File: src/sapPkg.sv
// widths, data types, opcode enum and step ring encoding for the accumulator machine
package sapPkg;

  localparam int dataW    = 4;
  localparam int addrW    = 4;
  localparam int memDepth = 16;

  typedef logic [dataW-1:0]   nibbleT;
  typedef logic [addrW-1:0]   addrT;
  // opcode in upper nibble, operand or address in lower nibble
  typedef logic [2*dataW-1:0] wordT;

  typedef enum logic [3:0] {
    opAdd   = 4'b0001,
    opSub   = 4'b0010,
    opXchg  = 4'b0011,
    opStore = 4'b0110,
    opLoad  = 4'b0111,
    opAnd   = 4'b1000,
    opOut   = 4'b1010,
    opHalt  = 4'b1111
  } opcodeT;

  // one-hot control ring, all zero while halted
  typedef logic [5:0] stepT;

  localparam stepT stepIdle  = 6'b000000;
  localparam stepT stepAddr  = 6'b000001; // pc into mar
  localparam stepT stepInc   = 6'b000010; // pc + 1
  localparam stepT stepFetch = 6'b000100; // memory word into ir
  localparam stepT stepEx1   = 6'b001000;
  localparam stepT stepEx2   = 6'b010000;
  localparam stepT stepEx3   = 6'b100000;

endpackage

File: src/controlSequencer.sv
// six-step control ring, halt/run flag and per-step strobe decode
`timescale 1ns/1ps

module controlSequencer
  import sapPkg::*;
(
  input  logic   clk,
  input  logic   reset,
  input  logic   start,
  input  opcodeT opcode,
  input  logic   busy,
  output logic   halted,
  output logic   pcToMar,
  output logic   pcInc,
  output logic   irLoad,
  output logic   irToMar,
  output logic   aLoadMem,
  output logic   aLoadAlu,
  output logic   aLoadB,
  output logic   tmpLoadA,
  output logic   bLoadTmp,
  output logic   aluLatch,
  output logic   storeWe,
  output logic   outLoad
);

  stepT step;
  logic stallOut;
  logic haltNow;

  assign stallOut = (step == stepEx1) && (opcode == opOut) && busy; // wait for output port
  assign haltNow  = (step == stepEx1) && (opcode == opHalt);

  always_ff @(posedge clk)
  begin
    if (!reset)
    begin
      step   <= stepIdle;
      halted <= 1'b1;
    end
    else if (halted)
    begin
      if (start)
      begin
        halted <= 1'b0;
        step   <= stepAddr;
      end
    end
    else if (haltNow)
    begin
      halted <= 1'b1;
      step   <= stepIdle;
    end
    else if (!stallOut)
      step <= {step[4:0], step[5]}; // ex3 wraps back to addr
  end

  always_comb
  begin
    pcToMar  = 1'b0;
    pcInc    = 1'b0;
    irLoad   = 1'b0;
    irToMar  = 1'b0;
    aLoadMem = 1'b0;
    aLoadAlu = 1'b0;
    aLoadB   = 1'b0;
    tmpLoadA = 1'b0;
    bLoadTmp = 1'b0;
    aluLatch = 1'b0;
    storeWe  = 1'b0;
    outLoad  = 1'b0;
    case (step)
      stepAddr:  pcToMar = 1'b1;
      stepInc:   pcInc   = 1'b1;
      stepFetch: irLoad  = 1'b1;
      stepEx1:
        case (opcode)
          opLoad, opStore:     irToMar  = 1'b1;
          opXchg:              tmpLoadA = 1'b1; // tmp <= a
          opAdd, opSub, opAnd: aluLatch = 1'b1;
          opOut:               outLoad  = !busy;
          default:             ;
        endcase
      stepEx2:
        case (opcode)
          opLoad:              aLoadMem = 1'b1;
          opXchg:              aLoadB   = 1'b1; // a <= b
          opAdd, opSub, opAnd: aLoadAlu = 1'b1;
          opStore:             storeWe  = 1'b1;
          default:             ;
        endcase
      stepEx3:
        if (opcode == opXchg)
          bLoadTmp = 1'b1; // b <= tmp
      default: ;
    endcase
  end

  // ring stays one-hot while running and empty while halted
  ringShape: assert property (@(posedge clk) disable iff (!reset)
    halted ? (step == stepIdle) : $onehot(step));

  oneALoad: assert property (@(posedge clk) disable iff (!reset)
    $onehot0({aLoadMem, aLoadAlu, aLoadB}));

endmodule

File: src/datapath.sv
// program counter, address and instruction registers, A, B, temp register and ALU
`timescale 1ns/1ps

module datapath
  import sapPkg::*;
(
  input  logic   clk,
  input  logic   reset,
  input  logic   start,
  input  logic   pcToMar,
  input  logic   pcInc,
  input  logic   irLoad,
  input  logic   irToMar,
  input  logic   aLoadMem,
  input  logic   aLoadAlu,
  input  logic   aLoadB,
  input  logic   tmpLoadA,
  input  logic   bLoadTmp,
  input  logic   aluLatch,
  input  wordT   rdWord,
  output opcodeT opcode,
  output addrT   marAddr,
  output nibbleT aValue
);

  addrT   pc;
  addrT   mar;
  wordT   ir;
  nibbleT regA;
  nibbleT regB;
  nibbleT regTmp;
  nibbleT aluResult;
  nibbleT aluOut;     // latched result, taken by A one step later

  assign opcode  = opcodeT'(ir[7:4]);
  assign marAddr = mar;
  assign aValue  = regA;

  // start only arrives while halted, so it never races an increment
  always_ff @(posedge clk)
  begin
    if (!reset)
      pc <= '0;
    else if (start)
      pc <= '0;
    else if (pcInc)
      pc <= pc + addrT'(1); // wraps 15 -> 0
  end

  always_ff @(posedge clk)
  begin
    if (pcToMar)
      mar <= pc;
    else if (irToMar)
      mar <= ir[addrW-1:0]; // operand field is the address
  end

  always_ff @(posedge clk)
  begin
    if (!reset)
      ir <= '0;
    else if (irLoad)
      ir <= rdWord;
  end

  always_ff @(posedge clk)
  begin
    if (!reset)
    begin
      regA   <= '0;
      regB   <= '0;
      regTmp <= '0;
    end
    else
    begin
      if (aLoadMem)
        regA <= rdWord[dataW-1:0];
      else if (aLoadAlu)
        regA <= aluOut;
      else if (aLoadB)
        regA <= regB;
      if (tmpLoadA)
        regTmp <= regA;
      if (bLoadTmp)
        regB <= regTmp;
    end
  end

  // results are modulo 16
  always_comb
  begin
    case (opcode)
      opAdd:   aluResult = regA + regB;
      opSub:   aluResult = regA - regB;
      opAnd:   aluResult = regA & regB;
      default: aluResult = regA;
    endcase
  end

  always_ff @(posedge clk)
  begin
    if (aluLatch)
      aluOut <= aluResult;
  end

endmodule

File: src/outputPort.sv
// four-phase req/ack sender for output values with busy back to the sequencer
`timescale 1ns/1ps

module outputPort
  import sapPkg::*;
(
  input  logic   clk,
  input  logic   reset,
  input  logic   outLoad,
  input  nibbleT aValue,
  input  logic   outAck,
  output logic   busy,
  output logic   outReq,
  output nibbleT outData
);

  always_ff @(posedge clk)
  begin
    if (!reset)
    begin
      outReq <= 1'b0;
      busy   <= 1'b0;
    end
    else if (outLoad)
    begin
      outReq <= 1'b1;
      busy   <= 1'b1;
    end
    else if (outReq && outAck)
      outReq <= 1'b0; // ack seen, drop request
    else if (busy && !outReq && !outAck)
      busy <= 1'b0; // handshake closed
  end

  // held value, changes only when a new output is loaded
  always_ff @(posedge clk)
  begin
    if (outLoad)
      outData <= aValue;
  end

  dataHeld: assert property (@(posedge clk) disable iff (!reset)
    (outReq && !outAck) |=> $stable(outData));

endmodule

File: src/programLoader.sv
// four-phase req/ack receiver that writes program words into memory while halted
`timescale 1ns/1ps

module programLoader
  import sapPkg::*;
(
  input  logic clk,
  input  logic reset,
  input  logic loadReq,
  input  addrT loadAddr,
  input  wordT loadData,
  input  logic halted,
  output logic loadAck,
  output logic memWe,
  output addrT memAddr,
  output wordT memData
);

  typedef enum logic {
    ldIdle,
    ldAck
  } ldStateT;

  ldStateT state;

  // one write per request, only on the idle-to-ack transition
  assign memWe   = (state == ldIdle) && loadReq && halted;
  assign memAddr = loadAddr;
  assign memData = loadData;
  assign loadAck = (state == ldAck);

  always_ff @(posedge clk)
  begin
    if (!reset)
      state <= ldIdle;
    else
    begin
      case (state)
        ldIdle:
          if (loadReq && halted) // held off while the core runs
            state <= ldAck;
        ldAck:
          if (!loadReq)
            state <= ldIdle;
        default:
          state <= ldIdle;
      endcase
    end
  end

  // ack never rises without a request pending
  ackNeedsReq: assert property (@(posedge clk) disable iff (!reset)
    (!loadReq && !loadAck) |=> !loadAck);

endmodule

File: src/programMemory.sv
// 16-word program and data memory with combinational read and shared write port
`timescale 1ns/1ps

module programMemory
  import sapPkg::*;
(
  input  logic   clk,
  input  logic   halted,
  input  logic   memWe,
  input  addrT   memAddr,
  input  wordT   memData,
  input  logic   storeWe,
  input  addrT   marAddr,
  input  nibbleT aValue,
  output wordT   rdWord
);

  wordT mem [memDepth];

  assign rdWord = mem[marAddr];

  // loader owns the write port while halted, the core while running
  always_ff @(posedge clk)
  begin
    if (halted)
    begin
      if (memWe)
        mem[memAddr] <= memData;
    end
    else if (storeWe)
      mem[marAddr] <= wordT'(aValue); // upper nibble zero
  end

  // sequencer must never issue a store once the machine has halted
  noStoreHalted: assert property (@(posedge clk) storeWe |-> !halted);

endmodule

File: src/sapTop.sv
// top level connecting loader, memory, sequencer, datapath and output port
`timescale 1ns/1ps

module sapTop
  import sapPkg::*;
(
  input  logic   clk,
  input  logic   reset,
  input  logic   loadReq,
  input  addrT   loadAddr,
  input  wordT   loadData,
  output logic   loadAck,
  input  logic   start,
  output logic   halted,
  output logic   outReq,
  output nibbleT outData,
  input  logic   outAck
);

  logic   memWe;
  addrT   memAddr;
  wordT   memData;
  wordT   rdWord;
  addrT   marAddr;
  nibbleT aValue;
  opcodeT opcode;
  logic   busy;
  logic   pcToMar, pcInc, irLoad, irToMar;
  logic   aLoadMem, aLoadAlu, aLoadB;
  logic   tmpLoadA, bLoadTmp, aluLatch;
  logic   storeWe, outLoad;

  programLoader u_programLoader (
    .clk, .reset, .loadReq, .loadAddr, .loadData, .halted,
    .loadAck, .memWe, .memAddr, .memData
  );

  programMemory u_programMemory (
    .clk, .halted, .memWe, .memAddr, .memData,
    .storeWe, .marAddr, .aValue, .rdWord
  );

  controlSequencer u_controlSequencer (
    .clk, .reset, .start, .opcode, .busy, .halted,
    .pcToMar, .pcInc, .irLoad, .irToMar,
    .aLoadMem, .aLoadAlu, .aLoadB,
    .tmpLoadA, .bLoadTmp, .aluLatch,
    .storeWe, .outLoad
  );

  datapath u_datapath (
    .clk, .reset, .start,
    .pcToMar, .pcInc, .irLoad, .irToMar,
    .aLoadMem, .aLoadAlu, .aLoadB,
    .tmpLoadA, .bLoadTmp, .aluLatch,
    .rdWord, .opcode, .marAddr, .aValue
  );

  outputPort u_outputPort (
    .clk, .reset, .outLoad, .aValue, .outAck,
    .busy, .outReq, .outData
  );

endmodule
File: config.mk
export PLATFORM = sky130hd
export DESIGN_NAME = sapTop
export DESIGN_NICKNAME = d
export VERILOG_FILES = /design/src/sapPkg.sv /design/src/controlSequencer.sv /design/src/datapath.sv /design/src/outputPort.sv /design/src/programLoader.sv /design/src/programMemory.sv /design/src/sapTop.sv
export SDC_FILE = /design/constraint.sdc
export NUM_CORES = 1
export LEC_CHECK = 0
export ABC_AREA = 1
export ABC_CLOCK_PERIOD_IN_PS = 2600
export CORE_ASPECT_RATIO = 1.75
export CORE_UTILIZATION = 30
export CTS_CLUSTER_DIAMETER = 120
export CTS_CLUSTER_SIZE = 10
export DETAILED_ROUTE_END_ITERATION = 7
export DONT_BUFFER_PORTS = 1
export PLACE_DENSITY_LB_ADDON = 0.2
export SETUP_SLACK_MARGIN = 0.1
export SKIP_LAST_GASP = 1
export SLEW_MARGIN = 10
export SYNTH_ARGS = -nofsm -noshare
export SYNTH_HDL_FRONTEND = slang
export SYNTH_SLANG_ARGS = --single-unit
File: constraint.sdc
create_clock -name clk -period 2.6 [get_ports clk]
set_input_delay 0.39 -clock clk [delete_from_list [all_inputs] [get_ports clk]]
set_output_delay 0.39 -clock clk [all_outputs]
set_load 0.005 [all_outputs]
==> results.py <==
metrics = {
    "detailed_routing": {
        "first_iter_violations": 298,
        "via_per_inst": 4.745,
        "drt_pass1_iterations": 5,
        "vias": 5400,
        "antenna_left": 0,
        "wl_per_cell_um": 17.99,
        "wirelength_mm": 20.47,
        "drcViolationCount": 0,
    },
    "power_and_ir_drop": {
        "clkPwrFrac": 0.402,
        "vdd_drop_max_mv": 0.4447,
        "total_power_mw": 6.167,
        "seq_power_share": 0.507,
        "p_sw_frac": 0.2443,
        "cellPowerDensity_mw_per_mm2": 691.2,
        "comb_power_share": 0.090,
        "leakage_nw": 3.371,
        "switching_power_mw": 1.506,
        "intPower_mw": 4.660,
    },
    "sta": {
        "setup_violations": 0,
        "setup_slack_ns": 0.3054,
        "fmax_ghz": 0.4358,
        "finalSetupTns_ns": 0,
        "min_period_ns": 2.295,
        "fin_skew_ns": 0.01109,
        "maxSlewHeadroom": 0.5395,
        "slew_viol_final": 0,
        "final-hold-violation-count": 0,
        "worstMarginPinSlew_ns": 0.6899,
        "period_share": 0.8825,
        "hold-worst-slack_ns": 0.06479,
        "rsz0062_at_grt": "false",
    },
    "clock_network": {
        "cts_tree": "yes",
        "clock_sinks": 178,
        "cts_buffers": 17,
        "cts_root_buffer": "clkbuf_16",
        "clkLatencyLatePin_ns": 0.44,
        "cts.clk_slew.worst_paths_ns": 0.07,
        "cts_max_path_buffers": 2,
        "cts_max_level": 4,
    },
    "finish": {
        "area_growth_syn_to_layout_pct": 14.32,
        "finalNonFillerCells": 1138,
        "antennaDiodeCount": 0,
        "fin_area_mm2": 0.008922,
        "drive_gt1_frac": 0.1192,
        "fin_util": 0.3508,
        "num-nets-final": 833,
    },
    "placement": {
        "port-buffer-count": 0,
        "routabilityCongestion": 0.8087,
        "placedCellCount": 1106,
        "hpwl_mm": 14.23,
        "pre_cts_ws_ns": 0.2922,
        "dpl_cell_area_mm2": 0.008356,
    },
    "floorplan": {
        "die_w_um": 123.9,
        "dieArea_mm2": 0.02669,
        "initial_utilization": 0.3069,
        "num_rows": 77,
        "die_y_um": 215.4,
        "pin_count": 24,
        "coreArea_mm2": 0.02543,
    },
    "flow_run": {
        "cap_violations": 0,
    },
    "global_routing": {
        "grt_pass1_wl_mm": 31.21,
        "grt_max_degree": 65,
        "grt_pass1_vias": 5416,
        "grt_remaining_overflow": 0,
        "grt_use_total": 0.1652,
        "antenna_found_initial": 0,
    },
    "logic_synthesis": {
        "syn_nets": 808,
        "ys_seq_area_frac": 0.6361,
        "synth_warnings": 0,
        "synth.most_common_cell": "nand2_1",
        "synthArstFlopShare": 0,
        "netlist_top_cells_area": "edfxtp_1, dfxtp_1, nand2_1",
        "ys_ff_latch": 178,
        "synth_top_area_share": 0.5386,
        "synth_flop_cell": "edfxtp_1",
        "syn_area_mm2": 0.007805,
        "yosysUniqueCellTypes": 37,
        "synth_cells": 784,
        "synth.top_cells.by_count": "nand2_1, edfxtp_1, nor2_1",
        "avgSynthCellArea_um2": 9.955,
        "synth.largest_area_cell": "edfxtp_1",
        "synth_edf_count": 140,
    },
    "worst_setup_path": {
        "path_class": "reg -> reg",
        "crit_required_ns": 2.78,
        "worstPathMaxFanout": 5,
        "crit_path_end_kind": "register",
        "worstPathArrival_ns": 2.47,
        "cp-start-kind": "register",
    },
    "status": {
        "outcome": "completed",
    },
    "worst_hold_path": {
        "min_path_type": "in -> reg",
    },
}
[kinds of logic after synthesis]
| logic type | count (synthesis) | synth area share |
|---|---|---|
| buffers and inverters | 118 | 0.05996 |
| xor gates and xnor gates | 4 | 0.004488 |
| AOI/OAI and AO/OA | 120 | 0.08817 |
| DFF | 178 | 0.6361 |
| adders and majority gates | 7 | 0.01218 |
| and+or+nand+nor | 356 | 0.1977 |
| muxes | 1 | 0.001443 |
[registers in the layout, summed over array words and instances, names as in the netlist, 4 cells and up, named ones only]
register	cells
u_controlSequencer.step	6
u_datapath.aValue	4
u_datapath.aluOut	4
u_datapath.ir	8
u_datapath.marAddr	4
u_datapath.pc	4
u_datapath.regB	4
u_datapath.regTmp	4
u_outputPort.outData	4
u_programMemory.mem	128
[power groups by stage]
stage          combinational, mW  clock (mW)  sequential (mW)
2_1_floorplan              0.361           0             3.18
3_3_place_gp               0.565           0             3.19
3_5_place_dp               0.570           0             3.19
4_1_cts                    0.571        2.55             3.13
5_1_grt                    0.616        2.67             3.13
6_report                   0.556        2.48             3.13
[worst max-delay path, stage by stage (launching register included)]
cell	delay, ns
dfxtp_1	0.40
nor2_1	0.09
buf_4	0.14
a21oi_1	0.17
xor2_1	0.19
ha_1	0.29
nand2_1	0.07
nor2_1	0.04
a211oi_1	0.17
inv_1	0.07
or2_2	0.29
nand2_1	0.05
o21ai_0	0.07
[placed cells by master (no fill, tap or decap), types with 2 or more instances in the layout]
cell	n
a21oi_1	24
a21oi_2	4
buf_12	2
buf_4	33
bufinv_16	2
clkbuf_16	17
clkinv_1	4
clkinv_2	4
clkinvlp_4	3
dfxtp_1	36
dfxtp_2	2
edfxtp_1	140
ha_1	6
inv_1	81
inv_2	7
inv_6	2
nand2_1	154
nand2_2	4
nand3_1	80
nand3_2	5
nor2_1	97
nor2_2	3
nor2_4	4
nor3_1	3
o211ai_1	20
o21ai_0	63
o21ai_1	3
xor2_1	4
[layer usage]
metal / share of wire / track usage / vias to the layer above
li1: - / - / 2694
met3: 0.031 / 0.03488 / 30
met5: 0 / 0 / -
met2: 0.57 / 0.3091 / 79
met4: 0.037 / 0.07857 / 0
met1: 0.37 / 0.1683 / 2597
[path summary, 6_finish.rpt]
check / start / to / slack (ns) / cells past startpoint
worst max register to register: u_datapath.ir[7] / u_datapath.aluOut[3] / 0.31 / 12
worst min register to register: u_outputPort.busy / u_outputPort.busy / 0.49 / 2
worst max-delay path: u_datapath.ir[7] / u_datapath.aluOut[3] / 0.31 / 12
worst min-delay path: reset / u_controlSequencer.step[0] / 0.06 / 2
[layout make-up]
type / instances / area, um^2
well taps: 316 / 395.4
fillers: 2635 / 16510
multi-input cells: 488 / 2372
repair buffers: 35 / 287.8
flip-flops and latches: 178 / 4967
inverters: 89 / 334.1
clock buffers: 17 / 425.4
clock inverters: 15 / 140.1
[repair_timing]
action | 4_1_cts | 5_1_grt
setup buffers | 0 | 0
setup endpoints to repair | 0 | 1
resized for setup | 0 | 2
hold buffers | 0 | 0
Note: power is estimated with default switching activity, not from simulation.
